===== src/include/ooo_config.svh =====
`ifndef OOO_CONFIG_SVH
`define OOO_CONFIG_SVH

// Datapath width in bits
`define OOO_XLEN 32

// Architectural registers with register 0 reading zero
`define OOO_NUM_REGS 32

// In-flight window kept a power of two so the tags wrap naturally
`define OOO_ROB_DEPTH 8

// Reservation station entries per functional unit class
`define OOO_ALU_SLOTS 3
`define OOO_MUL_SLOTS 2

`endif


===== src/design/ooo_pkg.sv =====
`include "ooo_config.svh"

package ooo_pkg;

    typedef logic [`OOO_XLEN-1:0] word_t;

    typedef logic [$clog2(`OOO_NUM_REGS)-1:0] reg_index_t;   // 5 bits

    // ROB slot index that doubles as the tag of the result
    typedef logic [$clog2(`OOO_ROB_DEPTH)-1:0] rob_tag_t;

    typedef enum logic [2:0] {
        op_add,
        op_sub,
        op_and,
        op_or,
        op_xor,
        op_li,      // Load immediate into rd
        op_mul
    } op_t;

    typedef enum logic {
        fu_alu,
        fu_mul
    } fu_class_t;

    // Per-entry reservation station state
    typedef enum logic [1:0] {
        slot_free,
        slot_waiting,
        slot_ready
    } rs_state_t;

endpackage


===== src/design/exec_units.sv =====
`timescale 1ns/10ps

module exec_units (
    input  logic              clock,
    input  logic              reset,
    input  logic              alu_issue,
    input  ooo_pkg::op_t      alu_op,
    input  ooo_pkg::word_t    alu_a,
    input  ooo_pkg::word_t    alu_b,
    input  ooo_pkg::rob_tag_t alu_tag,
    input  logic              mul_issue,
    input  ooo_pkg::word_t    mul_a,
    input  ooo_pkg::word_t    mul_b,
    input  ooo_pkg::rob_tag_t mul_tag,
    output logic              alu_ready,
    output logic              cdb_valid,
    output ooo_pkg::rob_tag_t cdb_tag,
    output ooo_pkg::word_t    cdb_value
);

    ooo_pkg::word_t    alu_result;
    logic              alu_valid_q;
    ooo_pkg::rob_tag_t alu_tag_q;
    ooo_pkg::word_t    alu_value_q;

    // Multiplier stages 1..3 held at index 0..2
    logic              mul_valid_q [3];
    ooo_pkg::rob_tag_t mul_tag_q   [3];
    ooo_pkg::word_t    mul_value_q [3];

    always_comb begin
        case (alu_op)
            ooo_pkg::op_sub: alu_result = alu_a - alu_b;
            ooo_pkg::op_and: alu_result = alu_a & alu_b;
            ooo_pkg::op_or:  alu_result = alu_a | alu_b;
            ooo_pkg::op_xor: alu_result = alu_a ^ alu_b;
            ooo_pkg::op_li:  alu_result = alu_a;      // Immediate sits in operand A
            default:         alu_result = alu_a + alu_b;
        endcase
    end

    // Stage 2 moves onto the CDB next cycle, so the ALU holds off
    assign alu_ready = !mul_valid_q[1];

    assign cdb_valid = mul_valid_q[2] || alu_valid_q;
    assign cdb_tag   = mul_valid_q[2] ? mul_tag_q[2] : alu_tag_q;
    assign cdb_value = mul_valid_q[2] ? mul_value_q[2] : alu_value_q;

    always_ff @(posedge clock or posedge reset) begin
        if (reset) begin
            alu_valid_q    <= 1'b0;
            mul_valid_q[0] <= 1'b0;
            mul_valid_q[1] <= 1'b0;
            mul_valid_q[2] <= 1'b0;
        end else begin
            alu_valid_q    <= alu_issue;
            mul_valid_q[0] <= mul_issue;
            mul_valid_q[1] <= mul_valid_q[0];
            mul_valid_q[2] <= mul_valid_q[1];
        end
    end

    always_ff @(posedge clock) begin
        alu_tag_q      <= alu_tag;
        alu_value_q    <= alu_result;
        mul_tag_q[0]   <= mul_tag;
        mul_value_q[0] <= mul_a * mul_b;    // Low word of the product
        mul_tag_q[1]   <= mul_tag_q[0];
        mul_value_q[1] <= mul_value_q[0];
        mul_tag_q[2]   <= mul_tag_q[1];
        mul_value_q[2] <= mul_value_q[1];
    end

endmodule


===== config.mk =====
export PLATFORM = sky130hd
export DESIGN_NAME = exec_units
export DESIGN_NICKNAME = d
export VERILOG_FILES = /design/src/design/ooo_pkg.sv /design/src/design/exec_units.sv
export VERILOG_INCLUDE_DIRS = /design/src /design/src/include
export SDC_FILE = /design/constraint.sdc
export NUM_CORES = 1
export LEC_CHECK = 0
export BUFFER_PORTS_ARGS = -buffer_cell sky130_fd_sc_hd__buf_2
export CAP_MARGIN = 30
export CORE_AREA = 4 4 232 234
export CTS_BUF_LIST = sky130_fd_sc_hd__clkbuf_4 sky130_fd_sc_hd__clkbuf_8 sky130_fd_sc_hd__clkbuf_16
export CTS_CLUSTER_DIAMETER = 60
export CTS_CLUSTER_SIZE = 28
export DETAILED_ROUTE_END_ITERATION = 8
export DIE_AREA = 0 0 236 238
export PLACE_DENSITY = 0.73
export SLEW_MARGIN = 20
export SYNTH_ARGS = -nofsm -noshare
export SYNTH_HDL_FRONTEND = slang
export SYNTH_SLANG_ARGS = --single-unit

===== constraint.sdc =====
create_clock -name clock -period 6.2 [get_ports clock]
set_clock_uncertainty 0.15 [all_clocks]
set_input_delay 1.86 -clock clock [delete_from_list [all_inputs] [get_ports clock]]
set_output_delay 1.86 -clock clock [all_outputs]
set_load 0.01 [all_outputs]

# [Yosys cells after proc, flatten, opt, wreduce, memory -nomap -nowiden]
# Memories as Yosys holds them, arrays and structs flattened.
# Cells that the tools add are included.
[classes] bitwise_logic=3 order_cmp=0 eq_ne=5 reduce_logical=2 div_mod_pow=0 addsub=2 n_shift=0 multipliers=1 muxes=3
[op_table] operator="32-bit one-hot mux with 5 select lines" n=1
[op_table] operator="32-bit adder" n=1
[op_table] operator="32-bit AND" n=1
[op_table] operator="32-bit by 32-bit multiplier with 32-bit output" n=1
[op_table] operator="32-bit two-way mux" n=1
[op_table] operator="32-bit bitwise OR" n=1
[op_table] operator="32-bit subtractor" n=1
[op_table] operator="32-bit bitwise XOR" n=1
[op_table] operator="3-bit by 2-bit equality test with 1-bit output, second input constant" n=2
[op_table] operator="3-bit equality test, second input constant" n=2
[op_table] operator="3-bit by 1-bit equality test with 1-bit output, second input constant" n=1
[op_table] operator="3-bit two-way mux" n=1
[op_table] operator="1-bit zero test" n=1
[op_table] operator="1-bit logical OR" n=1
[totals] n_memories=2 inputBits=141 word_cells=24 latch_bits=0 ff_bits=39 output_inout_bits=37 romBits=0 mem_bits_rw=105
[memory_table] memory="mul_value_q" words=3 width=32 rd=3 rd_ports_with_merged_regs=0 wr=3 line="exec_units.sv:29" rtl="ooo_pkg::word_t mul_value_q [3];"
[memory_table] memory="mul_tag_q" words=3 width=3 rd=3 rd_ports_with_merged_regs=0 wr=3 line="exec_units.sv:28" rtl="ooo_pkg::rob_tag_t mul_tag_q [3];"

# [Longest topological paths before layout]
[logic_depth] word_depth=2 ltp_mapped=27 mapped_depth_nobuf=25

# [Worst setup path before layout]
# OpenSTA, ideal clock, no wires.
[synth_timing] path_type="input -> register" from="input mul_a[12]" to="memory mul_value_q[0][31] (netlist bit)" setup_time_ps=72 setup_slack_ps=-2035 arrival_ps=8013 required_time_ps=5978 path_stages=24 n_path_buf=2 cell_sequence="clkbuf_1 -> clkbuf_1 -> nand2_1 -> fa_1 -> inv_1 -> fa_1 -> inv_1 -> fa_1 -> fa_1 -> fa_1 -> inv_1 -> fa_1 -> fa_1 -> fa_1 -> ha_1 -> a21o_1 -> a21o_1 -> a21oi_1 -> nor2_1 -> a211oi_1 -> o31ai_1 -> a21o_1 -> a21oi_1 -> xnor2_1"
[synth_lines] item="start, declared" line="exec_units.sv:12" rtl="input ooo_pkg::word_t mul_a,"
[synth_lines] item="end, declared" line="exec_units.sv:29"

==> impl_metrics.json <==
{
  "run_status": "finished with violations",
  "failed_checks": "setup timing",
  "reg2reg_setup_slack_ps": 5550,
  "floorplan.die.width_um": 236,
  "setup_repair_after_global_routing_missed_its_margin": "true",
  "cts_tree": "done",
  "period_share_pct": 126,
  "r2r_end": "mul_valid_q[0]$_DFF_PP0_",
  "maxUsedRoutingLayer": "met4",
  "min_clock_period_post_route_ps": 7790,
  "antenna_cells_inserted": 0,
  "grt_antenna_before_repair": 1,
  "postSynthNetCount": 3291,
  "worst_r2r_startpoint": "mul_valid_q[1]$_DFF_PP0_",
  "holdPathStages": 0,
  "slew_headroom_pct": 63.6,
  "path_class": "input port to flip-flop",
  "first_global_vias": 19800,
  "flow.area_growth_from_synthesis_pct": 23.2,
  "cap_violations": 0,
  "cp_data_required_time_ps": 6350,
  "synth.yosys.seq_area_share_pct": 12.6,
  "number_of_flops_mapped_to_enable_cells_by_yosys": 0,
  "globalRoute.totalOverflow": 0,
  "floorplan.initialDensity_pct": 44.4,
  "synth-seq-cells": 144,
  "global_route.usage.total_pct": 22.3,
  "cts.sinks": 144,
  "drive_gt1_share_pct": 23.8,
  "met3_wirelength_mm": 4.24,
  "first_drt_iteration_drcs": 1142,
  "postSynth.topFlopCell": "sky130_fd_sc_hd__dfxtp_1",
  "wl_met2_mm": 30.5,
  "drt_drc_violations_left": 0,
  "max-clock-path-buffers": 2,
  "m1WireLength_mm": 26.3,
  "final_core_utilization_pct": 54.7,
  "placementRows": 84,
  "setup.worst_path.end_class": "flip-flop",
  "top_level_ports": 178,
  "multiInputGateArea_um2": 18800,
  "max_slew.worst_pin.slew_ps": 546,
  "route.final.wire_length_mm": 63.1,
  "gp_congestion": 0.916,
  "max_freq_ghz": 0.128,
  "worstRegToRegCells": 0,
  "place.detailed.hpwl_mm": 52.0,
  "grt_pass1_wl_mm": 102,
  "htree_num_levels": 4,
  "worst_slack_ps": -1590,
  "maximum_number_of_pins_on_one_net_before_global_route_repair": 37,
  "drt_first_pass_iters": 5,
  "worstSkewPairLatency_ps": 410,
  "floorplan_die_area_um2": 56200,
  "synth_cell_type_count": 65,
  "syn_avg_cell_area_um2": 9.15,
  "cp-start-kind": "input port",
  "synth.yosys.warnings": 0,
  "layout.filler_cells": 4487,
  "start_point_of_the_worst_min_delay_path": "mul_value_q[0][58]$_DFF_P_",
  "seqCellArea_um2": 2900,
  "detail_route.wl_per_cell_um": 17.6,
  "whs_endpoint": "mul_value_q[0][90]$_DFF_P_",
  "min-delay-path-class": "flip-flop to flip-flop",
  "cts.root.buffer_cell": "sky130_fd_sc_hd__clkbuf_16",
  "die_height_um": 238,
  "path_clk_slew_ps": 60,
  "async_flop_share_pct": 2.78,
  "core_um2": 52000,
  "place_inst": 3521,
  "arrival_time_at_the_worst_endpoint_ps": 7940,
  "numPortBuffers": 177,
  "drv_slew": 0,
  "syn_area_um2": 23100,
  "ant_nets": 0,
  "crit_path_max_fanout": 11,
  "post_synthesis_cells": 2522,
  "finalNonFillerCells": 3586,
  "cts_inserted_buffers": 17,
  "route.detailed.vias_per_inst": 5.15,
  "final_nets": 3654,
  "dr_total_vias": 18500,
  "setup-violations-final": 23,
  "hold_violations": 0
}
[worst max-delay path, cell delays in order]
cell                      delay [ps]
sky130_fd_sc_hd__buf_6           140
sky130_fd_sc_hd__nand2_1          90
sky130_fd_sc_hd__fa_1            500
sky130_fd_sc_hd__fa_1            510
sky130_fd_sc_hd__inv_1            60
sky130_fd_sc_hd__fa_1            530
sky130_fd_sc_hd__inv_2            50
sky130_fd_sc_hd__fa_1            550
sky130_fd_sc_hd__inv_2            40
sky130_fd_sc_hd__fa_1            490
sky130_fd_sc_hd__fa_1            440
sky130_fd_sc_hd__fa_1            500
sky130_fd_sc_hd__fa_1            530
sky130_fd_sc_hd__ha_4            300
sky130_fd_sc_hd__and3_4          200
sky130_fd_sc_hd__nand3_4          80
sky130_fd_sc_hd__or3_4           390
sky130_fd_sc_hd__a31oi_4         230
sky130_fd_sc_hd__o21a_1          160
sky130_fd_sc_hd__o21a_1          120
sky130_fd_sc_hd__nor2_2           40
sky130_fd_sc_hd__xnor2_1         110
[cell type report]
type / count / area share (%)
tap: 688 / 3.03
sequential: 144 / 10.2
multi-input combinational: 1799 / 66.2
clock buffer: 18 / 1.54
clock inverter: 14 / 0.642
timing repair buffer: 453 / 12.2
inverter: 470 / 6.20
[sequential cells by signal, summed over array words and instances, names as in the netlist]
register     cells
mul_value_q     96
alu_value_q     32
mul_tag_q        9
alu_tag_q        3
mul_valid_q      3
alu_valid_q      1
[Yosys cell counts (3+ instances only)]
master / count / share of area, %
sky130_fd_sc_hd__nand3_1: 10 / 0.22
sky130_fd_sc_hd__mux2i_1: 6 / 0.26
sky130_fd_sc_hd__mux2_2: 36 / 1.8
sky130_fd_sc_hd__dfrtp_1: 4 / 0.43
sky130_fd_sc_hd__o21bai_1: 6 / 0.20
sky130_fd_sc_hd__ha_1: 219 / 12
sky130_fd_sc_hd__o22ai_1: 3 / 0.081
sky130_fd_sc_hd__o31ai_1: 8 / 0.26
sky130_fd_sc_hd__nand2_1: 301 / 4.9
sky130_fd_sc_hd__nor2b_1: 12 / 0.33
sky130_fd_sc_hd__dfxtp_1: 140 / 12
sky130_fd_sc_hd__a21boi_0: 3 / 0.098
sky130_fd_sc_hd__a31oi_1: 8 / 0.22
sky130_fd_sc_hd__clkbuf_1: 105 / 1.7
sky130_fd_sc_hd__o21ai_0: 51 / 1.1
sky130_fd_sc_hd__and3_1: 6 / 0.16
sky130_fd_sc_hd__a221oi_1: 15 / 0.57
sky130_fd_sc_hd__a22oi_1: 13 / 0.42
sky130_fd_sc_hd__a21o_1: 28 / 0.91
sky130_fd_sc_hd__a211oi_1: 11 / 0.36
sky130_fd_sc_hd__fa_1: 409 / 35
sky130_fd_sc_hd__nor3_1: 17 / 0.37
sky130_fd_sc_hd__and2_1: 273 / 7.4
sky130_fd_sc_hd__nand4_1: 3 / 0.081
sky130_fd_sc_hd__o211ai_1: 17 / 0.55
sky130_fd_sc_hd__inv_1: 470 / 7.6
sky130_fd_sc_hd__a21oi_1: 68 / 1.5
sky130_fd_sc_hd__nor2_1: 71 / 1.2
sky130_fd_sc_hd__a41oi_1: 4 / 0.15
sky130_fd_sc_hd__xnor2_1: 112 / 4.3
sky130_fd_sc_hd__o21a_1: 11 / 0.36
sky130_fd_sc_hd__nand2b_1: 12 / 0.33
sky130_fd_sc_hd__or3_1: 4 / 0.11
sky130_fd_sc_hd__xor2_1: 28 / 1.1
[per-layer routing]
layer  GRT usage, %  up-vias
met2           38.4      671
met5              0        -
met3           3.07      141
met1           29.1     9189
met4           7.76        0
li1               -     8459
[metrics by stage]
step	TNS [ps]	cell area, µm²	setup slack [ps]	hold slack [ps]
6_report	-27750	28400	-1590	172
5_1_grt	-31440	28400	-1790	177
4_1_cts	-27370	28100	-1560	173
3_5_place_dp	-41210	26700	-2250	162
3_3_place_gp	-38510	26600	-2130	160
2_1_floorplan	-27150	23500	-1800	160
[how the worst max path moves through the flow]
stage	startpoint	to	slack, ps	cells after the start
finish	mul_a[14]	mul_value_q[0][26]$_DFF_P_	-1590	22
CTS	mul_b[2]	mul_value_q[0][26]$_DFF_P_	-1560	23
detailed placement	mul_a[8]	mul_value_q[0][30]$_DFF_P_	-2250	22
global route	mul_b[4]	mul_value_q[0][31]$_DFF_P_	-1790	27
floorplan	mul_b[3]	mul_value_q[0][28]$_DFF_P_	-1800	22
global placement	mul_a[8]	mul_value_q[0][30]$_DFF_P_	-2130	22
[kinds of logic after synthesis]
logic type	share of synthesized area (%)
AO/OA/AOI/OAI	7.64
XOR/XNOR	5.31
adder cells (fa/ha/maj)	47.3
buffers and inverters	9.49
flip-flops	12.6
multiplexers	2.02
AND/OR/NAND/NOR	15.6
[cells in the final DEF, fill, tap and decap left out, types with 7 or more instances in the layout]
cell type and instances:
sky130_fd_sc_hd__clkbuf_16 18, sky130_fd_sc_hd__xor2_1 28, sky130_fd_sc_hd__nand3_1 8, sky130_fd_sc_hd__dfxtp_1 140, sky130_fd_sc_hd__nand2_1 296, sky130_fd_sc_hd__fa_1 383, sky130_fd_sc_hd__a21oi_2 12, sky130_fd_sc_hd__inv_2 22
sky130_fd_sc_hd__buf_6 33, sky130_fd_sc_hd__nor2_1 65, sky130_fd_sc_hd__o31ai_1 7, sky130_fd_sc_hd__nor3_1 17, sky130_fd_sc_hd__fa_2 26, sky130_fd_sc_hd__o211ai_1 17, sky130_fd_sc_hd__ha_4 25, sky130_fd_sc_hd__a21oi_1 49
sky130_fd_sc_hd__nor2b_1 10, sky130_fd_sc_hd__a211oi_1 9, sky130_fd_sc_hd__and2_1 251, sky130_fd_sc_hd__buf_8 9, sky130_fd_sc_hd__o21ai_0 42, sky130_fd_sc_hd__buf_4 241, sky130_fd_sc_hd__o21a_1 11, sky130_fd_sc_hd__and2_4 22
sky130_fd_sc_hd__a22oi_1 12, sky130_fd_sc_hd__mux2_2 36, sky130_fd_sc_hd__a21o_1 28, sky130_fd_sc_hd__ha_1 193, sky130_fd_sc_hd__a221oi_1 14, sky130_fd_sc_hd__buf_12 17, sky130_fd_sc_hd__inv_1 448, sky130_fd_sc_hd__xnor2_1 108
sky130_fd_sc_hd__a21oi_4 7, sky130_fd_sc_hd__buf_2 148, sky130_fd_sc_hd__nand2b_1 11
[repair_timing]
item	in CTS	in global routing
setup endpoints to repair	23	25
hold buffers	0	0
pin swaps	103	100
gates cloned	0	1
gates resized for setup	140	95
setup buffers	31	12
Power is not shown: default switching activity piles up to over one toggle a cycle in this logic, so the estimate is an artifact.
