--- src/include/ooo_config.svh ---
`ifndef OOO_CONFIG_SVH
`define OOO_CONFIG_SVH

// Datapath width in bits
`define OOO_XLEN 32

// Architectural registers with register 0 reading zero
`define OOO_NUM_REGS 32

// In-flight window kept a power of two so the tags wrap naturally
`define OOO_ROB_DEPTH 8

// Reservation station entries per functional unit class
`define OOO_ALU_SLOTS 3
`define OOO_MUL_SLOTS 2

`endif

--- src/design/ooo_pkg.sv ---
`include "ooo_config.svh"

package ooo_pkg;

    typedef logic [`OOO_XLEN-1:0] word_t;

    typedef logic [$clog2(`OOO_NUM_REGS)-1:0] reg_index_t;   // 5 bits

    // ROB slot index that doubles as the tag of the result
    typedef logic [$clog2(`OOO_ROB_DEPTH)-1:0] rob_tag_t;

    typedef enum logic [2:0] {
        op_add,
        op_sub,
        op_and,
        op_or,
        op_xor,
        op_li,      // Load immediate into rd
        op_mul
    } op_t;

    typedef enum logic {
        fu_alu,
        fu_mul
    } fu_class_t;

    // Per-entry reservation station state
    typedef enum logic [1:0] {
        slot_free,
        slot_waiting,
        slot_ready
    } rs_state_t;

endpackage

--- src/design/reservation_station.sv ---
`timescale 1ns/10ps
`include "ooo_config.svh"

module reservation_station (
    input  logic              clock,
    input  logic              reset,
    input  logic              dispatch_valid,
    input  ooo_pkg::op_t      dispatch_op,
    input  ooo_pkg::word_t    dispatch_imm,
    input  logic              rob_full,
    input  ooo_pkg::rob_tag_t alloc_tag,
    input  ooo_pkg::word_t    rs1_value,
    input  logic              rs1_busy,
    input  ooo_pkg::rob_tag_t rs1_tag,
    input  ooo_pkg::word_t    rs2_value,
    input  logic              rs2_busy,
    input  ooo_pkg::rob_tag_t rs2_tag,
    input  logic              lookup1_done,
    input  ooo_pkg::word_t    lookup1_value,
    input  logic              lookup2_done,
    input  ooo_pkg::word_t    lookup2_value,
    input  logic              cdb_valid,
    input  ooo_pkg::rob_tag_t cdb_tag,
    input  ooo_pkg::word_t    cdb_value,
    input  logic              alu_ready,
    output logic              dispatch_stall,
    output logic              dispatch_accept,
    output logic              alu_issue,
    output ooo_pkg::op_t      alu_op,
    output ooo_pkg::word_t    alu_a,
    output ooo_pkg::word_t    alu_b,
    output ooo_pkg::rob_tag_t alu_tag,
    output logic              mul_issue,
    output ooo_pkg::word_t    mul_a,
    output ooo_pkg::word_t    mul_b,
    output ooo_pkg::rob_tag_t mul_tag
);

    localparam int alu_slots = `OOO_ALU_SLOTS;
    localparam int num_slots = `OOO_ALU_SLOTS + `OOO_MUL_SLOTS;
    localparam int slot_bits = $clog2(num_slots);

    ooo_pkg::rs_state_t state [num_slots];
    logic               rdy1  [num_slots];
    logic               rdy2  [num_slots];
    ooo_pkg::op_t       slot_op   [num_slots];
    ooo_pkg::rob_tag_t  slot_dest [num_slots];
    ooo_pkg::rob_tag_t  tag1  [num_slots];
    ooo_pkg::rob_tag_t  tag2  [num_slots];
    ooo_pkg::word_t     val1  [num_slots];
    ooo_pkg::word_t     val2  [num_slots];

    ooo_pkg::fu_class_t   slot_class [num_slots];
    ooo_pkg::fu_class_t   dispatch_class;
    logic                 free_found;
    logic [slot_bits-1:0] free_slot;
    logic [slot_bits-1:0] alu_slot;
    logic [slot_bits-1:0] mul_slot;
    logic                 src1_ready;
    logic                 src2_ready;
    ooo_pkg::word_t       src1_value;
    ooo_pkg::word_t       src2_value;
    logic                 wake1 [num_slots];
    logic                 wake2 [num_slots];

    // Low slots serve the ALU, the rest the multiplier
    always_comb begin
        dispatch_class = (dispatch_op == ooo_pkg::op_mul) ? ooo_pkg::fu_mul : ooo_pkg::fu_alu;
        free_found = 1'b0;
        free_slot  = '0;
        for (int i = 0; i < num_slots; i++) begin
            slot_class[i] = (i < alu_slots) ? ooo_pkg::fu_alu : ooo_pkg::fu_mul;
            if (!free_found && state[i] == ooo_pkg::slot_free &&
                slot_class[i] == dispatch_class) begin
                free_found = 1'b1;
                free_slot  = slot_bits'(i);
            end
        end
    end

    assign dispatch_stall  = rob_full || !free_found;
    assign dispatch_accept = dispatch_valid && !dispatch_stall;

    // Operands come from the register file, then a finished ROB entry, then the live CDB
    always_comb begin
        if (dispatch_op == ooo_pkg::op_li) begin
            src1_ready = 1'b1;
            src1_value = dispatch_imm;
            src2_ready = 1'b1;
            src2_value = '0;
        end else begin
            src1_ready = !rs1_busy || lookup1_done || (cdb_valid && cdb_tag == rs1_tag);
            src1_value = !rs1_busy ? rs1_value : (lookup1_done ? lookup1_value : cdb_value);
            src2_ready = !rs2_busy || lookup2_done || (cdb_valid && cdb_tag == rs2_tag);
            src2_value = !rs2_busy ? rs2_value : (lookup2_done ? lookup2_value : cdb_value);
        end
    end

    always_comb begin
        for (int i = 0; i < num_slots; i++) begin
            wake1[i] = state[i] == ooo_pkg::slot_waiting && !rdy1[i] &&
                       cdb_valid && cdb_tag == tag1[i];
            wake2[i] = state[i] == ooo_pkg::slot_waiting && !rdy2[i] &&
                       cdb_valid && cdb_tag == tag2[i];
        end
    end

    // Lowest ready entry of each class wins
    always_comb begin
        alu_issue = 1'b0;
        alu_slot  = '0;
        mul_issue = 1'b0;
        mul_slot  = '0;
        for (int i = 0; i < num_slots; i++) begin
            if (state[i] == ooo_pkg::slot_ready) begin
                if (slot_class[i] == ooo_pkg::fu_alu) begin
                    if (!alu_issue && alu_ready) begin
                        alu_issue = 1'b1;
                        alu_slot  = slot_bits'(i);
                    end
                end else if (!mul_issue) begin
                    mul_issue = 1'b1;
                    mul_slot  = slot_bits'(i);
                end
            end
        end
    end

    assign alu_op  = slot_op[alu_slot];
    assign alu_a   = val1[alu_slot];
    assign alu_b   = val2[alu_slot];
    assign alu_tag = slot_dest[alu_slot];
    assign mul_a   = val1[mul_slot];
    assign mul_b   = val2[mul_slot];
    assign mul_tag = slot_dest[mul_slot];

    always_ff @(posedge clock or posedge reset) begin
        if (reset) begin
            for (int i = 0; i < num_slots; i++) begin
                state[i] <= ooo_pkg::slot_free;
                rdy1[i]  <= 1'b0;
                rdy2[i]  <= 1'b0;
            end
        end else begin
            for (int i = 0; i < num_slots; i++) begin
                if (wake1[i]) rdy1[i] <= 1'b1;
                if (wake2[i]) rdy2[i] <= 1'b1;
                if (state[i] == ooo_pkg::slot_waiting &&
                    (rdy1[i] || wake1[i]) && (rdy2[i] || wake2[i])) begin
                    state[i] <= ooo_pkg::slot_ready;
                end
            end
            if (alu_issue) state[alu_slot] <= ooo_pkg::slot_free;
            if (mul_issue) state[mul_slot] <= ooo_pkg::slot_free;
            if (dispatch_accept) begin
                state[free_slot] <= (src1_ready && src2_ready) ? ooo_pkg::slot_ready
                                                               : ooo_pkg::slot_waiting;
                rdy1[free_slot]  <= src1_ready;
                rdy2[free_slot]  <= src2_ready;
            end
        end
    end

    always_ff @(posedge clock) begin
        for (int i = 0; i < num_slots; i++) begin
            if (wake1[i]) val1[i] <= cdb_value;   // Capture broadcast result
            if (wake2[i]) val2[i] <= cdb_value;
        end
        if (dispatch_accept) begin
            slot_op[free_slot]   <= dispatch_op;
            slot_dest[free_slot] <= alloc_tag;
            tag1[free_slot]      <= rs1_tag;
            tag2[free_slot]      <= rs2_tag;
            val1[free_slot]      <= src1_value;
            val2[free_slot]      <= src2_value;
        end
    end

endmodule

--- config.mk ---
export PLATFORM = sky130hd
export DESIGN_NAME = reservation_station
export DESIGN_NICKNAME = d
export VERILOG_FILES = /design/src/design/ooo_pkg.sv /design/src/design/reservation_station.sv
export VERILOG_INCLUDE_DIRS = /design/src /design/src/include
export SDC_FILE = /design/constraint.sdc
export NUM_CORES = 1
export LEC_CHECK = 0
export BUFFER_PORTS_ARGS = -buffer_cell sky130_fd_sc_hd__buf_2
export CAP_MARGIN = 15
export CORE_MARGIN = 3
export CORE_UTILIZATION = 45
export CTS_CLUSTER_SIZE = 12
export DETAILED_ROUTE_END_ITERATION = 6
export HOLD_SLACK_MARGIN = 0.06
export PLACE_DENSITY = 0.64
export SETUP_SLACK_MARGIN = 0.3
export SLEW_MARGIN = 20
export SYNTH_ARGS = -nofsm -noshare
export SYNTH_HDL_FRONTEND = slang
export SYNTH_SLANG_ARGS = --single-unit
--- constraint.sdc ---
create_clock -name clock -period 4.3 [get_ports clock]
set_clock_uncertainty 0.05 [all_clocks]
set_input_delay 0.86 -clock clock [delete_from_list [all_inputs] [get_ports clock]]
set_output_delay 0.86 -clock clock [all_outputs]
set_load 0.02 [all_outputs]
==> Yosys cells after proc, flatten, opt, wreduce, memory -nomap -nowiden <==
Memories as Yosys holds them, arrays and structs flattened.
Index checks and enable logic that the tools add are counted.
{ "word_totals": {"reg_bits": 20, "mem_bits_rw": 380, "in_bits": 217, "output_inout_bits": 141, "word_cells": 244, "memories": 6} }
{ "op_classes": {"magnitude_cmp": 6, "n_eq_ne": 24, "n_mux": 87, "n_bitwise": 8, "reduce_logical": 98} }
{ "memory_table": {"columns": ["name", "words", "word_bits", "rd", "rd_ports_with_merged_regs", "write_ports", "line_no", "source"], "rows": [
  ["val1", 5, 32, 2, 0, 6, "reservation_station.sv:50", "ooo_pkg::word_t val1 [num_slots];"],
  ["val2", 5, 32, 2, 0, 6, "reservation_station.sv:51", "ooo_pkg::word_t val2 [num_slots];"],
  ["slot_dest", 5, 3, 2, 0, 1, "reservation_station.sv:47", "ooo_pkg::rob_tag_t slot_dest [num_slots];"],
  ["slot_op", 5, 3, 1, 0, 1, "reservation_station.sv:46", "ooo_pkg::op_t slot_op [num_slots];"],
  ["tag1", 5, 3, 5, 0, 1, "reservation_station.sv:48", "ooo_pkg::rob_tag_t tag1 [num_slots];"],
  ["tag2", 5, 3, 5, 0, 1, "reservation_station.sv:49", "ooo_pkg::rob_tag_t tag2 [num_slots];"]
]} }
{ "ops": {"columns": ["op", "count"], "rows": [
  ["$mux W32", 6],
  ["$logic_and A1 B1 Y1", 58],
  ["$mux W1", 51],
  ["$eq A3 B3 Y1", 12],
  ["$mux W10", 3],
  ["$mux W2", 11],
  ["$mux W3", 7],
  ["$and A10 B10 Y10", 2],
  ["$logic_not A1 Y1", 20],
  ["$not A10 Y10", 2],
  ["$demux W2 S3", 3],
  ["$logic_or A1 B1 Y1", 15],
  ["$ge A4 B4 Y1 const B", 3],
  ["$lt A4 B1 Y1 const B", 3],
  ["$not A3 Y4", 3],
  ["$bwmux W10", 1],
  ["$bwmux W5", 2],
  ["$eq A2 B1 Y1 const B", 5],
  ["$eq A2 B2 Y1 const B", 5],
  ["$logic_not A2 Y1", 5],
  ["$mux W5", 2],
  ["$eq A3 B3 Y1 const B", 2],
  ["$demux W1 S3", 1],
  ["$not A1 Y1", 1]
]} }

==> Logic depth before layout (Yosys ltp) <==
{ "logic_depth": {"depth_word": 28, "depth_mapped": 7, "ltp_nobuf": 5} }

==> Least setup slack after synthesis <==
Ideal clock, no wire load.
{ "synth_timing": {"path_type": "input -> register", "start": "input port cdb_tag[1]", "end": "memory val1[2][0] in the netlist's numbering, enable pin", "setup_ns": 0.466, "t_arrival_ns": 3.685, "required_ns": 3.784, "path_slack_ns": 0.100, "cell_stages": 4, "n_path_buf": 1, "path_cell_list": "buf_2 -> xnor2_1 -> nand4_1 -> o21ai_0"} }
{ "synth_rtl": {"columns": ["element", "line_no", "source"], "rows": [
  ["from (decl)", "reservation_station.sv:23", "input ooo_pkg::rob_tag_t cdb_tag,"],
  ["to (decl)", "reservation_station.sv:50", null]
]} }

==> Final worst setup path <==
{ "layout_timing": {"start": "register state[6] in the netlist's numbering", "end": "output port alu_b[30]"} }
{ "layout_between": {"elab_chain_len": 7, "word_cells_on_any_way": 8, "classes_between": "eq/ne (1); mux (4); reduce/logical (2); memory (1)"} }
{ "layout_lines": {"columns": ["element", "line_no", "source"], "rows": [
  ["from (decl)", "reservation_station.sv:43", "ooo_pkg::rs_state_t state [num_slots];"],
  ["from (signal, indexed assignment)", "reservation_station.sv:140", "state[i] <= ooo_pkg::slot_free;"],
  ["from (signal, indexed assignment)", "reservation_station.sv:150", "state[i] <= ooo_pkg::slot_ready;"],
  ["from (signal, indexed assignment)", "reservation_station.sv:153", "if (alu_issue) state[alu_slot] <= ooo_pkg::slot_free;"],
  ["$eq A2 B2 Y1 *", "reservation_station.sv:115", "if (state[i] == ooo_pkg::slot_ready) begin"],
  ["$mux W1", "reservation_station.sv:115", null],
  ["$logic_not A1 Y1", "reservation_station.sv:117", "if (!alu_issue && alu_ready) begin"],
  ["$logic_and A1 B1 Y1", "reservation_station.sv:117", null],
  ["$mux W3", "reservation_station.sv:117", null],
  ["$mux W3 *", "reservation_station.sv:115", null],
  ["$mem_v2 Z5 W32 *", null, null],
  ["to (decl)", "reservation_station.sv:31", "output ooo_pkg::word_t alu_b,"]
]} }
Every way passes the cells marked *; elsewhere a longest branch is shown, timed or not.

==> metrics.txt <==
CTS tree built; crit share post-route 0.858; Slew headroom 0.262; Clk network pwr share 0.292; CTS Root Cell clkbuf_16; slowest stage cell, crit path dfrtp_1; die area 45800 sq um; RSZ-0062 raised after global routing no; Remaining DRCs 0; Worst-Skew Late Latency 0.54 ns; clk buf depth 3; Area Overhead vs Synth 18.9%; Initial Utilization 0.460; Post-Syn Nets 2019; vias in the first global route 15606; Setup CP Type flop to output port; synthesized area per cell 10.8 sq um; Main synth FF type edfxtp_1; TritonCTS buffer count 43; vias per cell 5.77; DIE HEIGHT 214 microns; largest net degree at the start of global routing 82; placed inst area 21900 sq um; Pre-antenna DRT Iters 5; Cell Rows 75; WL final 60500 microns; cell accounting for the most synthesized area edfxtp_1; net switching power 3.97 mW; Layout fillers 3708; routed via count 15677; ANT cells 0; Setup crit end kind output port; TNS Setup 0 ns; number of synthesized flops with an enable pin 374; Max Cap Viol 0; Die Width 214 microns; slowest stage delay, CP 0.45 ns; Port-buffer cells 357; Leak 8.86 nW; Max Clock Freq 271 MHz; worst-path cell chain and2b_1, nor3b_2, buf_4, nor2_4, buf_12, nand2_1, nand2_1, buf_2; sequential power share 0.416; Final Max Slew Viols 0; Congestion Overflow GR 0; Syn Inst Count 1802; Post-CTS Setup Repair Bufs 0; Core Util, Final 0.548; synthesized area 19500 sq um; share of layout cells above drive strength 1 0.221; Total GRT Usage 0.257; crit path max fanout 62; GPL Wtd Cong 0.858; antenna violations before repair 0; count of final setup violators 0; asr flop ratio synth 0.0508; Post-CTS Hold Fix Bufs 0; first-pass GRT wire length 91900 microns; WL/cell 22.3 microns; Final nets 2323; Hold Vio Cnt, Final 0; DP Wirelength 41600 microns; I/O Pins 358; Sink Count 394; CP Launch Type flop; worst hold-check path type primary input to async pin; PD cells 498 nW/um^2; Worst-Margin Slew 1.10 ns; Comb pwr share 0.292; Req. time, crit path 3.39 ns; FF+latch count, synth 394; sequential fraction of the synthesis area 0.602; CP arrival 2.78 ns; top post-synthesis cells by area edfxtp_1, o21ai_0, nand2_1, mux2i_1, dfrtp_1; H-tree depth 2; Yosys cell types 44; Final min period 3.69 ns; CTS clk-pin slew, worst paths 0.06 ns; Final ANT Viol Nets 0; most repeated library cell on the critical path nand2_1; Ys Warns 0; number of DRC markers in iteration 0 1189; CORE AREA 42300 sq um; cts repair resizes 0; Final Cell Area 23200 sq um; status complete, no violations; switching share of power 0.344; FF-to-FF setup slack 1.51 ns; Max IR drop VDD 0.247 mV; cell-internal power 7.57 mW; top cell type's share of synthesized area 0.576
[metrics by stage]
step	setup WS (ns)	hold WS [ns]	std cells	total power, mW
after floorplan	0.906	0.475	1802	6.89
after global placement	0.898	0.501	2638	8.20
after detailed placement	0.863	0.518	2638	8.26
after global routing	0.438	0.491	2717	12.1
final	0.610	0.449	2717	11.5
after CTS	0.582	0.470	2717	11.6
[critical path, delay by kind of cell (launching register included)]
kind          cells  cell delay (ns)
flops             1             0.45
simple gates      5             0.94
buf+inv           3             0.83
[power by group through the flow]
stage                     clock network (mW)  logic [mW]  registers (mW)
final                                   3.37        3.37            4.79
after floorplan                            0        2.09            4.80
after global routing                    3.59        3.66            4.82
after detailed placement                   0        3.39            4.87
after CTS                               3.42        3.40            4.79
after global placement                     0        3.34            4.85
[cells in the final DEF (no fill, tap or decap), types with 5 or more instances in the layout]
master / instances
a211oi_1: 33
a21oi_1: 34
a22oi_1: 62
a41oi_1: 7
buf_12: 6
buf_2: 357
buf_4: 33
clkbuf_1: 16
clkbuf_16: 45
clkinv_1: 9
clkinv_2: 7
dfrtp_1: 20
edfxtp_1: 374
inv_1: 8
mux2i_1: 148
nand2_1: 394
nand3b_1: 5
nand4_1: 10
nor2_1: 49
o211ai_1: 33
o21ai_0: 331
o21ai_1: 71
o21ai_4: 8
xnor2_1: 30
xor2_1: 6
[logic make-up after synthesis]
family          after synthesis  synth area share
buf+inv                     145            0.0327
mux                         148            0.0760
xor+xnor                     36            0.0162
simple gates                489             0.102
flops                       394             0.602
compound gates              590             0.171
[cells in the mapped netlist, types with 5 or more instances]
library cell and n:
o21ai_1 71, xor2_1 6, nand2_1 397, nor2_1 50, a21oi_1 34, a22oi_1 62, clkbuf_1 74, edfxtp_1 374
o211ai_1 33, buf_4 6, o21ai_0 339, nand4_1 10, dfrtp_1 20, xnor2_1 30, mux2i_1 148, buf_1 11
a211oi_1 33, inv_1 8, nand3b_1 5, a41oi_1 7, buf_2 44
[flip-flops by register name (all words and copies together), names as in the netlist]
name,count
slot_op,9
tag2,15
tag1,15
val1,160
rdy1,5
slot_dest,15
state,10
rdy2,5
val2,160
[path summary, 6_finish.rpt]
kind / startpoint / end / cells past startpoint
max: state[6] / alu_b[30] / 8
min: reset / rdy1[4] / 2
max reg2reg: state[2] / val1[4][10] / 5
min reg2reg: rdy2[3] / rdy2[3] / 2
max in group asynchronous: reset / rdy1[0] / 2
min in group clock: alloc_tag[0] / slot_dest[2][0] / 1
[cell type report]
| class | count | area, sq um | share of cell area |
|---|---|---|---|
| clock buffer | 62 | 1200 | 0.0518 |
| multi-input combinational | 1263 | 7260 | 0.313 |
| sequential | 394 | 11700 | 0.506 |
| tap | 577 | 722 | 0.0311 |
| timing repair buffer | 396 | 2150 | 0.0930 |
| clock inverter | 17 | 77.6 | 0.00335 |
| inverter | 8 | 30.0 | 0.00130 |
[routing by layer]
metal / part of all wire / vias up / wire length, microns / track usage
li1: - / 7310 / - / -
met3: 0.069 / 111 / 4170 / 0.0370
met5: 0 / - / 0 / 0
met2: 0.48 / 642 / 29300 / 0.439
met4: 0.033 / 0 / 1970 / 0.0894
met1: 0.42 / 7614 / 25100 / 0.339
No activity file was read; power rests on OpenSTA's default activity.
