==> config.mk <==
export PLATFORM = sky130hd
export DESIGN_NAME = reorder_buffer
export DESIGN_NICKNAME = d
export VERILOG_FILES = /design/src/design/ooo_pkg.sv /design/src/design/reorder_buffer.sv
export VERILOG_INCLUDE_DIRS = /design/src /design/src/include
export SDC_FILE = /design/constraint.sdc
export NUM_CORES = 1
export LEC_CHECK = 0
export ABC_AREA = 0
export BUFFER_PORTS_ARGS = -buffer_cell sky130_fd_sc_hd__buf_4
export CAP_MARGIN = 20
export CORE_MARGIN = 4
export CORE_UTILIZATION = 54
export DETAILED_ROUTE_END_ITERATION = 8
export PLACE_DENSITY = 0.77
export SYNTH_ARGS = -nofsm -noshare
export SYNTH_HDL_FRONTEND = slang
export SYNTH_SLANG_ARGS = --single-unit
==> constraint.sdc <==
create_clock -name clock -period 2.2 [get_ports clock]
set_input_delay 0.22 -clock clock [delete_from_list [all_inputs] [get_ports clock]]
set_output_delay 0.22 -clock clock [all_outputs]
set_load 0.005 [all_outputs]
==> src/include/ooo_config.svh <==
`ifndef OOO_CONFIG_SVH
`define OOO_CONFIG_SVH

// Datapath width in bits
`define OOO_XLEN 32

// Architectural registers with register 0 reading zero
`define OOO_NUM_REGS 32

// In-flight window kept a power of two so the tags wrap naturally
`define OOO_ROB_DEPTH 8

// Reservation station entries per functional unit class
`define OOO_ALU_SLOTS 3
`define OOO_MUL_SLOTS 2

`endif

==> src/design/ooo_pkg.sv <==
`include "ooo_config.svh"

package ooo_pkg;

    typedef logic [`OOO_XLEN-1:0] word_t;

    typedef logic [$clog2(`OOO_NUM_REGS)-1:0] reg_index_t;   // 5 bits

    // ROB slot index that doubles as the tag of the result
    typedef logic [$clog2(`OOO_ROB_DEPTH)-1:0] rob_tag_t;

    typedef enum logic [2:0] {
        op_add,
        op_sub,
        op_and,
        op_or,
        op_xor,
        op_li,      // Load immediate into rd
        op_mul
    } op_t;

    typedef enum logic {
        fu_alu,
        fu_mul
    } fu_class_t;

    // Per-entry reservation station state
    typedef enum logic [1:0] {
        slot_free,
        slot_waiting,
        slot_ready
    } rs_state_t;

endpackage

==> src/design/reorder_buffer.sv <==
`timescale 1ns/10ps
`include "ooo_config.svh"

module reorder_buffer (
    input  logic                clock,
    input  logic                reset,
    input  logic                dispatch_accept,
    input  ooo_pkg::reg_index_t dispatch_rd,
    input  logic                cdb_valid,
    input  ooo_pkg::rob_tag_t   cdb_tag,
    input  ooo_pkg::word_t      cdb_value,
    input  ooo_pkg::rob_tag_t   lookup1_tag,
    input  ooo_pkg::rob_tag_t   lookup2_tag,
    output ooo_pkg::rob_tag_t   alloc_tag,
    output logic                rob_full,
    output logic                lookup1_done,
    output ooo_pkg::word_t      lookup1_value,
    output logic                lookup2_done,
    output ooo_pkg::word_t      lookup2_value,
    output logic                commit_valid,
    output ooo_pkg::reg_index_t commit_rd,
    output ooo_pkg::rob_tag_t   commit_tag,
    output ooo_pkg::word_t      commit_value
);

    localparam int count_bits = $clog2(`OOO_ROB_DEPTH) + 1;

    ooo_pkg::reg_index_t entry_rd    [`OOO_ROB_DEPTH];
    ooo_pkg::word_t      entry_value [`OOO_ROB_DEPTH];
    logic                entry_done  [`OOO_ROB_DEPTH];

    ooo_pkg::rob_tag_t     head;
    ooo_pkg::rob_tag_t     tail;
    logic [count_bits-1:0] count;
    logic                  retire;

    assign alloc_tag = tail;
    assign rob_full  = (count == count_bits'(`OOO_ROB_DEPTH));
    assign retire    = (count != '0) && entry_done[head];

    // Done bits stay set after retirement until the slot is reused, which
    // covers the cycle where the rename file still shows the retired tag
    assign lookup1_done  = entry_done[lookup1_tag];
    assign lookup1_value = entry_value[lookup1_tag];
    assign lookup2_done  = entry_done[lookup2_tag];
    assign lookup2_value = entry_value[lookup2_tag];

    always_ff @(posedge clock or posedge reset) begin
        if (reset) begin
            head         <= '0;
            tail         <= '0;
            count        <= '0;
            commit_valid <= 1'b0;
            for (int i = 0; i < `OOO_ROB_DEPTH; i++) begin
                entry_done[i] <= 1'b0;
            end
        end else begin
            if (dispatch_accept) begin
                entry_done[tail] <= 1'b0;
                tail             <= tail + 1'b1;
            end
            if (cdb_valid) begin
                entry_done[cdb_tag] <= 1'b1;
            end
            if (retire) begin
                head <= head + 1'b1;
            end
            count        <= count + count_bits'(dispatch_accept) - count_bits'(retire);
            commit_valid <= retire;
        end
    end

    // Entry payload and the commit word
    always_ff @(posedge clock) begin
        if (dispatch_accept) begin
            entry_rd[tail] <= dispatch_rd;
        end
        if (cdb_valid) begin
            entry_value[cdb_tag] <= cdb_value;
        end
        commit_rd    <= entry_rd[head];
        commit_tag   <= head;
        commit_value <= entry_value[head];
    end

endmodule

# --- Yosys cells after proc, flatten, opt, wreduce, memory -nomap -nowiden ---
# Memory sizes are Yosys's and may differ from the RTL's. A register that Yosys moved wholly into a read port is not among the register bits.
# Index checks and enable logic that the tools add are counted.
# W data, S select, Z words.
classes:
  add_sub_neg: 4
  n_mul: 0
  div: 0
  n_lt_le_gt_ge: 7
  n_eq_ne: 1
  shifts: 0
  muxes: 19
  n_bitwise: 8
  n_reduce_logical: 4
ops:
  columns: ["operator", "n"]
  rows:
  - ["$ge A4 B4 Y1 const B", 5]
  - ["$not A3 Y4", 5]
  - ["$mux W8", 2]
  - ["$mux W1", 12]
  - ["$bmux W1 S3", 3]
  - ["$and A8 B8 Y8", 1]
  - ["$lt A4 B1 Y1 const B", 2]
  - ["$not A8 Y8", 1]
  - ["$or A8 B8 Y8", 1]
  - ["$add A3 B1 Y3 const B", 2]
  - ["$demux W1 S3", 2]
  - ["$add A4 B1 Y4", 1]
  - ["$eq A4 B4 Y1 const B", 1]
  - ["$reduce_bool A4 Y1", 1]
  - ["$sub A4 B1 Y4", 1]
  - ["$logic_and A1 B1 Y1", 3]
totals:
  reg_bits: 22
  latch_bits: 0
  mem_bits_rw: 296
  romBits: 0
  input_bits: 50
  memories: 2
memory_table:
  columns: ["name", "words", "word_bits", "read_ports", "rd_ports_with_merged_regs", "write_ports", "line", "text"]
  rows:
  - ["entry_value", 8, 32, 3, 1, 1, "reorder_buffer.sv:29", "ooo_pkg::word_t entry_value [`OOO_ROB_DEPTH];"]
  - ["entry_rd", 8, 5, 1, 1, 1, "reorder_buffer.sv:28", "ooo_pkg::reg_index_t entry_rd [`OOO_ROB_DEPTH];"]

# --- Logic depth before layout (Yosys ltp) ---
# Gate-level depths: netlist of the first run.
logic_depth:
  word_depth: 10
  ltp_mapped: 11

# --- Least setup slack after synthesis of the first run ---
# Ideal clock, no wire load.
synth_path:
  path_kind: "input -> register"
  startpoint: "in cdb_tag[1]"
  endpoint: "mem entry_value[0][0] (netlist bit) (enable)"
  setup_time_ns: 0.463
  arrival_time_ns: 2.683
  required_time_ns: 1.737
  setup_slack_ns: -0.946
  cell_stages: 2
  cell_sequence: "nand2b_1 nor3_1"
synth_rtl:
  columns: ["element", "line", "text"]
  rows:
  - ["start, declared", "reorder_buffer.sv:10", "input ooo_pkg::rob_tag_t cdb_tag,"]
  - ["end, declared", "reorder_buffer.sv:29", null]
# No word-level cell before the write port.

# --- Final worst setup path of the first run ---
layout_path:
  startpoint: "reg entry_done[4] (netlist bit)"
  endpoint: "out lookup2_done"
layout_via:
  elab_chain_len: 3
layout_rtl:
  columns: ["element", "line", "text"]
  rows:
  - ["start, declared", "reorder_buffer.sv:30", "logic entry_done [`OOO_ROB_DEPTH];"]
  - ["start signal, assigned by index", "reorder_buffer.sv:55", "entry_done[i] <= 1'b0;"]
  - ["start signal, assigned by index", "reorder_buffer.sv:59", "entry_done[tail] <= 1'b0;"]
  - ["start signal, assigned by index", "reorder_buffer.sv:63", "entry_done[cdb_tag] <= 1'b1;"]
  - ["$bmux W1 S3", "reorder_buffer.sv:45", "assign lookup2_done = entry_done[lookup2_tag];"]
  - ["$mux W1 (not written as such) (2 in series)", "reorder_buffer.sv:45", null]
  - ["end, declared", "reorder_buffer.sv:18", "output logic lookup2_done,"]
# No other way between the ends. The select of a mux whose other input is x is not followed.

==> results of run 1 <==
==> kinds of logic (layout without fill, tap and decap cells) <==
logic type,after synthesis,count (layout)
buf+inv,69,330
fa+ha+maj,9,9
mux,313,313
simple gates,37,37
flops,355,355
compound gates,20,20
xor+xnor,6,6
==> critical path: stages (launching register included) <==
cell and delay [ns]:
dfrtp_1 0.39, buf_6 0.13, mux4_2 0.46, mux2_4 0.29, buf_4 0.14
==> synth_stat cells, types with 2 or more instances <==
master,number,area [um2]
mux2_2,104,1170
clkbuf_1,13,48.8
mux4_2,206,4640
mux2i_1,3,30.0
dfrtp_1,19,475
xor2_1,5,43.8
nor2b_1,2,12.5
inv_1,10,37.5
buf_6,10,113
nand2_1,6,22.5
buf_2,26,130
dfxtp_1,40,801
nand2b_1,7,43.8
nor3_1,4,20.0
nor2_1,15,56.3
buf_4,9,67.6
edfxtp_1,296,8890
o21ai_0,11,55.1
ha_1,8,100
==> power by group through the flow <==
stage | clock (uW) | sequential (uW) | combinational [uW]
3_3_place_gp | 0 | 8800 | 6180
3_5_place_dp | 0 | 8830 | 6250
2_1_floorplan | 0 | 8670 | 4160
6_report | 6750 | 8690 | 6510
4_1_cts | 6860 | 8690 | 6400
5_1_grt | 7170 | 8770 | 7020
==> through the flow <==
stage               worst slack, ns  cells  setup TNS (ns)  total power, uW
global placement             0.0182   1353               0            15000
floorplan                   -0.0533    809           -5.12            12800
CTS                         0.00172   1463               0            22000
detailed placement         -0.00702   1353         -0.0134            15100
finish                       0.0579   1466               0            22000
global route                -0.0144   1466         -0.0144            23000
==> area by class of cell <==
class	instances	area (um2)
Sequential cell	355	10200
Fill cell	1932	10000
Multi-Input combinational cell	385	6440
Timing Repair Buffer	251	2250
Clock buffer	51	1100
Tap cell	396	495
Clock inverter	18	250
Inverter	10	37.5
==> timing repair <==
item,in CTS,in global routing
cloned,0,0
hold endpoints to repair,319,0
hold buffers,39,0
pin swaps,0,7
buffers inserted,2,3
endpoints found under the setup margin,2,5
resized for setup,0,10
==> registers in the layout, summed over array words and instances, names as in the netlist <==
| register | count |
|---|---|
| commit_valid | 1 |
| entry_value | 256 |
| count | 4 |
| entry_rd | 40 |
| commit_rd | 5 |
| commit_value | 32 |
| alloc_tag | 3 |
| entry_done | 8 |
| commit_tag | 3 |
| head | 3 |
==> layer usage <==
| layer | vias to the layer above | track usage (%) |
|---|---|---|
| met5 | - | 0 |
| met4 | 2 | 5.02 |
| met3 | 46 | 3.46 |
| met2 | 327 | 40.2 |
| met1 | 4859 | 30.6 |
| li1 | 3944 | - |
==> worst paths after layout <==
| path | depth (start not counted) | to | slack, ns |
|---|---|---|---|
| worst max-delay path | 4 | lookup2_done | 0.06 |
| worst min-delay path | 3 | entry_done[0] | 0.21 |
| worst max register to register | 9 | count[3] | 0.07 |
| worst min register to register | 1 | alloc_tag[2] | 0.53 |
| max in group asynchronous | 3 | head[0] | 1.20 |
| min in group asynchronous | 3 | count[0] | 0.42 |
==> reports/qor.csv, run 1 <==
stage,metric,value,unit
min_path,hp-start,cdb_tag[2],
power_and_ir_drop,powerDensity,1060,nW/um2
floorplan,pin_count,161,
worst_setup_path,arrival,1.92,ns
floorplan,start_util,54.9,%
synth,yosysSeqAreaShare,60.2,%
power_and_ir_drop,power_frac_clock,30.7,%
clock_tree,cts_tree,done,
global_route,overflow,0,
outcome,outcome,"complete, no violations",
drt,wl,38300,um
power_and_ir_drop,p_int,16200,uW
synth,ys_seq_elements,355,
worst_setup_path,end_kind,output port,
drt,drtPass1Iterations,5,
drt,via_per_inst,6.26,
drt,wl_met1,14900,um
synth,yosysWarnings,0,
drt,drc,0,
clock_tree,cts.sinks,355,
worst_setup_path,crit_type,reg -> out,
sta,hold_viol_final,0,
finish,layout.nets,1100,
synth,syn_nets,868,
synth,synth_edf_count,296,
finish,post-route-util,67.5,%
synth,muxShareOfSynthArea,34.6,%
global_route,grt_max_degree,61,
sta,skew,0.0117,ns
power_and_ir_drop,p_sw_share,26.4,%
finish,layout_common_cells,"296 x edfxtp_1, 206 x mux4_2, 189 x buf_4",
worst_setup_path,cp_max_fo,4,
global_route,antenna_found_initial,1,
global_route,grt_pass1_vias,9840,
synth,ys.flop_type,edfxtp_1,
placement,post_dp_cell_area,18900,um2
placement,io_buffers,160,
placement,gp_congestion,0.787,
drt,dr_wl_met2,20400,um
power_and_ir_drop,combPwrFrac,29.7,%
finish,syn_to_final_growth,22.8,%
drt,final_antenna_net_count,0,
floorplan,coreArea,30700,um2
power_and_ir_drop,net-switching-power,5800,uW
floorplan,rows,64,
drt,vias,9178,
drt,route.met3.wl,2260,um
power_and_ir_drop,p_seq_share,39.6,%
synth,synthCells,809,
sta,hold_slack,0.210,ns
finish,layout-drive-gt1-share,56.6,%
drt,wl_per_cell,26.1,um
synth,synth_compound_area_share,0.755,%
sta,drv_slew,0,
finish,mostFrequentLayoutCell,edfxtp_1,
min_path,hp-class,in -> reg,
drt,drt_iter0_markers,726,
sta,min_period,2.14,ns
clock_tree,cts_root_buf,clkbuf_16,
clock_tree,clk_path_buf_depth,3,
clock_tree,clock_latency,0.52,ns
placement,dpl.hpwl,23000,um
floorplan,die-area,34200,um2
synth,syn_area,16900,um2
global_route,grtUsageTotal,22.8,%
sta,fin_crit_sh,97.4,%
synth,synthXorXnorAreaFrac,0.311,%
sta,fmax,467,MHz
clock_tree,numCtsBuffers,38,
synth,synth-simple-area-share,1.10,%
synth,synth_cell_types,34,
synth,async_flop_share,5.35,%
worst_setup_path,required,1.98,ns
clock_tree,clkTransAtPathRegs,0.06,ns
power_and_ir_drop,p_leak,0.00719,uW
clock_tree,h-tree-depth,2,
worst_setup_path,cp-start-kind,flip-flop,
synth,yosys.area_share.adder,0.711,%
floorplan,die_y,185,um
synth,syn_area_per_cell,20.9,um2
worst_setup_path,critPathLaunch,entry_done[4],
drt,topRoutingLayerUsed,met5,
job,max-cap-violations,0,
sta,setup_violations,0,
power_and_ir_drop,max-vdd-ir-drop,0.926,mV
finish,antennaDiodeCount,0,
worst_setup_path,r2r-start,head[0],
synth,synth_top_family_by_area,multiplexers,
sta,slew_headroom,35.8,%
floorplan,die_w,185,um
finish,final_cell_area,20800,um2
global_route,grt_pass1_wl,58500,um
sta,worst_pin_slew,0.963,ns
Note: power is estimated with default switching activity, not from simulation.
==> run 2: changes to the inputs <==
--- a/config.mk
+++ b/config.mk
@@ -9,6 +9,7 @@
 export ABC_AREA = 0
 export BUFFER_PORTS_ARGS = -buffer_cell sky130_fd_sc_hd__buf_4
 export CAP_MARGIN = 20
+export CORE_ASPECT_RATIO = 0.7
 export CORE_MARGIN = 4
 export CORE_UTILIZATION = 54
 export DETAILED_ROUTE_END_ITERATION = 8
==> reports/qor.csv, run 2 (synthesis results as in run 1) <==
stage,metric,value,unit,change
finish,mostFrequentLayoutCell,edfxtp_1,,unchanged
worst_setup_path,cpLargestDelayFamily,adder cells,,was multiplexers
clock_tree,numCtsBuffers,37,,was 38
clock_tree,cts_root_buf,clkbuf_16,,unchanged
drt,wl_met1,16100,um,was 14900 um
global_route,grtUsageTotal,23.7,%,was 22.8%
drt,dr_wl_met2,19800,um,was 20400 um
sta,min_period,2.20,ns,was 2.14 ns
power_and_ir_drop,finalPower,21300,uW,was 22000 uW
drt,final_antenna_net_count,0,,unchanged
clock_tree,cts.sinks,355,,unchanged
floorplan,die_y,156,um,was 185 um
outcome,outcome,"finished, violations left",,"was complete, no violations"
worst_setup_path,end_kind,flip-flop,,was output port
finish,post-route-util,67.2,%,was 67.5%
clock_tree,h-tree-depth,2,,unchanged
finish,fin_cells,1467,,was 1466
worst_setup_path,path_depth,7,,was 4
sta,rsz0062_at_grt,yes,,
worst_setup_path,r2r-end,count[1],,was count[3]
drt,vias,9278,,was 9178
drt,via_per_inst,6.32,,was 6.26
finish,syn_to_final_growth,21.1,%,was 22.8%
sta,drv_slew,0,,unchanged
finish,layout_common_cells,"296 x edfxtp_1, 206 x mux4_2, 184 x buf_4",,"was 296 x edfxtp_1, 206 x mux4_2, 189 x buf_4"
clock_tree,clock_latency,0.51,ns,was 0.52 ns
placement,io_buffers,160,,unchanged
placement,gp_congestion,0.804,,was 0.787
power_and_ir_drop,powerDensity,1040,nW/um2,was 1060 nW/um2
finish,largest_reg_flops,256,,unchanged
floorplan,start_util,55.5,%,was 54.9%
drt,drc,0,,unchanged
drt,route.met3.wl,3380,um,was 2260 um
drt,drtPass1Iterations,5,,unchanged
sta,fmax,454,MHz,was 467 MHz
finish,layout-drive-gt1-share,55.7,%,was 56.6%
finish,regMostFlops,entry_value,,unchanged
min_path,hp-class,in -> reg,,unchanged
floorplan,die-area,34200,um2,about the same
power_and_ir_drop,p_seq_share,40.9,%,was 39.6%
floorplan,coreArea,30400,um2,was 30700 um2
worst_setup_path,critPathLaunch,head[0],,was entry_done[4]
clock_tree,cts_tree,done,,unchanged
power_and_ir_drop,net-switching-power,5880,uW,was 5800 uW
sta,hold_viol_final,0,,unchanged
clock_tree,clkTransAtPathRegs,0.06,ns,about the same
worst_setup_path,cpMaxStageDelayCell,dfrtp_4,,was mux4_2
worst_setup_path,crit_buf_inv,1,,was 2
power_and_ir_drop,combPwrFrac,31.1,%,was 29.7%
global_route,grt_pass1_vias,9704,,was 9840
sta,setup_violations,1,,was 0
power_and_ir_drop,power_frac_clock,28.0,%,was 30.7%
sta,skew,0.0102,ns,was 0.0117 ns
drt,wl_per_cell,27.2,um,was 26.1 um
sta,fin_crit_sh,100,%,was 97.4%
power_and_ir_drop,p_int,15400,uW,was 16200 uW
sta,slew_headroom,46.9,%,was 35.8%
worst_setup_path,endpoint,count[1],,was lookup2_done
floorplan,rows,53,,was 64
worst_setup_path,r2r_slack,-0.003,ns,was 0.07 ns
placement,post-place-ws,-0.0567,ns,was -0.00702 ns
floorplan,die_w,219,um,was 185 um
worst_setup_path,cp_max_fo,5,,was 4
worst_setup_path,arrival,2.59,ns,was 1.92 ns
outcome,violations,setup timing,,
power_and_ir_drop,p_leak,0.00701,uW,was 0.00719 uW
global_route,antenna_found_initial,1,,unchanged
drt,drt_iter0_markers,883,,was 726
floorplan,pin_count,161,,unchanged
sta,worst_pin_slew,0.796,ns,was 0.963 ns
worst_setup_path,crit_chain,"mux2i_2, a32o_2, nor3_4, ha_4, inv_4, ha_4, fa_2",,"was buf_6, mux4_2, mux2_4, buf_4"
worst_setup_path,worstRegToRegCells,7,,was 9
global_route,grt_pass1_wl,60200,um,was 58500 um
worst_setup_path,crit_top_cell,ha_4,,
job,max-cap-violations,0,,unchanged
placement,dpl.hpwl,23100,um,was 23000 um
global_route,overflow,0,,unchanged
global_route,grt_max_degree,59,,was 61
worst_setup_path,crit_type,reg -> reg,,was reg -> out
finish,top_regs,"entry_value: 256 flops, entry_rd: 40 flops, commit_value: 32 flops",,unchanged
power_and_ir_drop,p_sw_share,27.6,%,was 26.4%
worst_setup_path,cpPeakStageDelay,0.51,ns,was 0.46 ns
drt,topRoutingLayerUsed,met4,,was met5
worst_setup_path,required,2.59,ns,was 1.98 ns
worst_setup_path,r2r-start,head[0],,unchanged
power_and_ir_drop,max-vdd-ir-drop,0.894,mV,was 0.926 mV
placement,dp.cells,1356,,was 1353
clock_tree,clk_path_buf_depth,3,,unchanged
worst_setup_path,cp-start-kind,flip-flop,,unchanged
finish,layout.nets,1089,,was 1100
sta,worst_slack,-0.00287,ns,was 0.0579 ns
drt,wl,39900,um,was 38300 um
-- run 2: cell count changes in the layout (fill, tap and decap cells not counted), sizes merged, moves of 2 or more --
cell      before  now
bufinv         6    3
clkbuf        51   43
clkinv        10   14
buf          212  202
clkinvlp       1    3
-- run 2: worst register-to-register path, stage by stage (launching register included) --
cell and delay, ns:
dfrtp_4 0.51, mux2i_2 0.17, a32o_2 0.30, nor3_4 0.25, ha_4 0.24, inv_4 0.05
ha_4 0.14, fa_2 0.43
-- run 2: worst min-delay path by stage --
stage	from	end	slack, ns	cells past startpoint
after floorplan	reset	alloc_tag[0]	0.17	1
after global placement	reset	commit_valid	0.39	2
after detailed placement	reset	count[1]	0.39	2
after CTS	cdb_tag[2]	entry_done[0]	0.21	3
after global routing	cdb_tag[2]	entry_done[0]	0.24	3
final	cdb_tag[2]	entry_done[1]	0.23	3
-- run 2: through the flow --
stage	area [um2]	hold slack, ns	setup TNS (ns)
CTS	20400	0.210	0
finish	20500	0.233	-0.00287
global placement	18800	0.391	0
global route	20500	0.241	-0.161
detailed placement	18800	0.393	-0.101
floorplan	16900	0.171	-5.12
-- run 2: layout make-up --
type | count | area (um2)
diodes | 1 | 2.50
clock buffers | 43 | 958
clock inverters | 20 | 186
fillers | 1988 | 9980
inverters | 10 | 42.5
multi-input cells | 385 | 6450
flip-flops and latches | 355 | 10200
well taps | 412 | 515
repair buffers | 241 | 2120
-- run 2: power by group through the flow --
stage          clock network [uW]  logic, uW  registers (uW)
2_1_floorplan                   0       4160            8670
3_3_place_gp                    0       6130            8830
3_5_place_dp                    0       6250            8840
4_1_cts                      6090       6470            8700
5_1_grt                      6390       7160            8790
6_report                     5960       6640            8720
-- run 2: what timing repair did --
action,CTS,global route
setup endpoints to repair,3,11
pin swaps,3,10
setup buffers,4,4
hold buffers,39,0
resized for setup,3,10
gates cloned,0,0
hold endpoints to repair,317,0
-- run 2: layer usage --
metal / vias to the layer above / GRT usage, %
li1: 3918 / -
met4: 0 / 4.69
met1: 4900 / 33.7
met2: 406 / 39.0
met5: - / 0
met3: 54 / 5.02
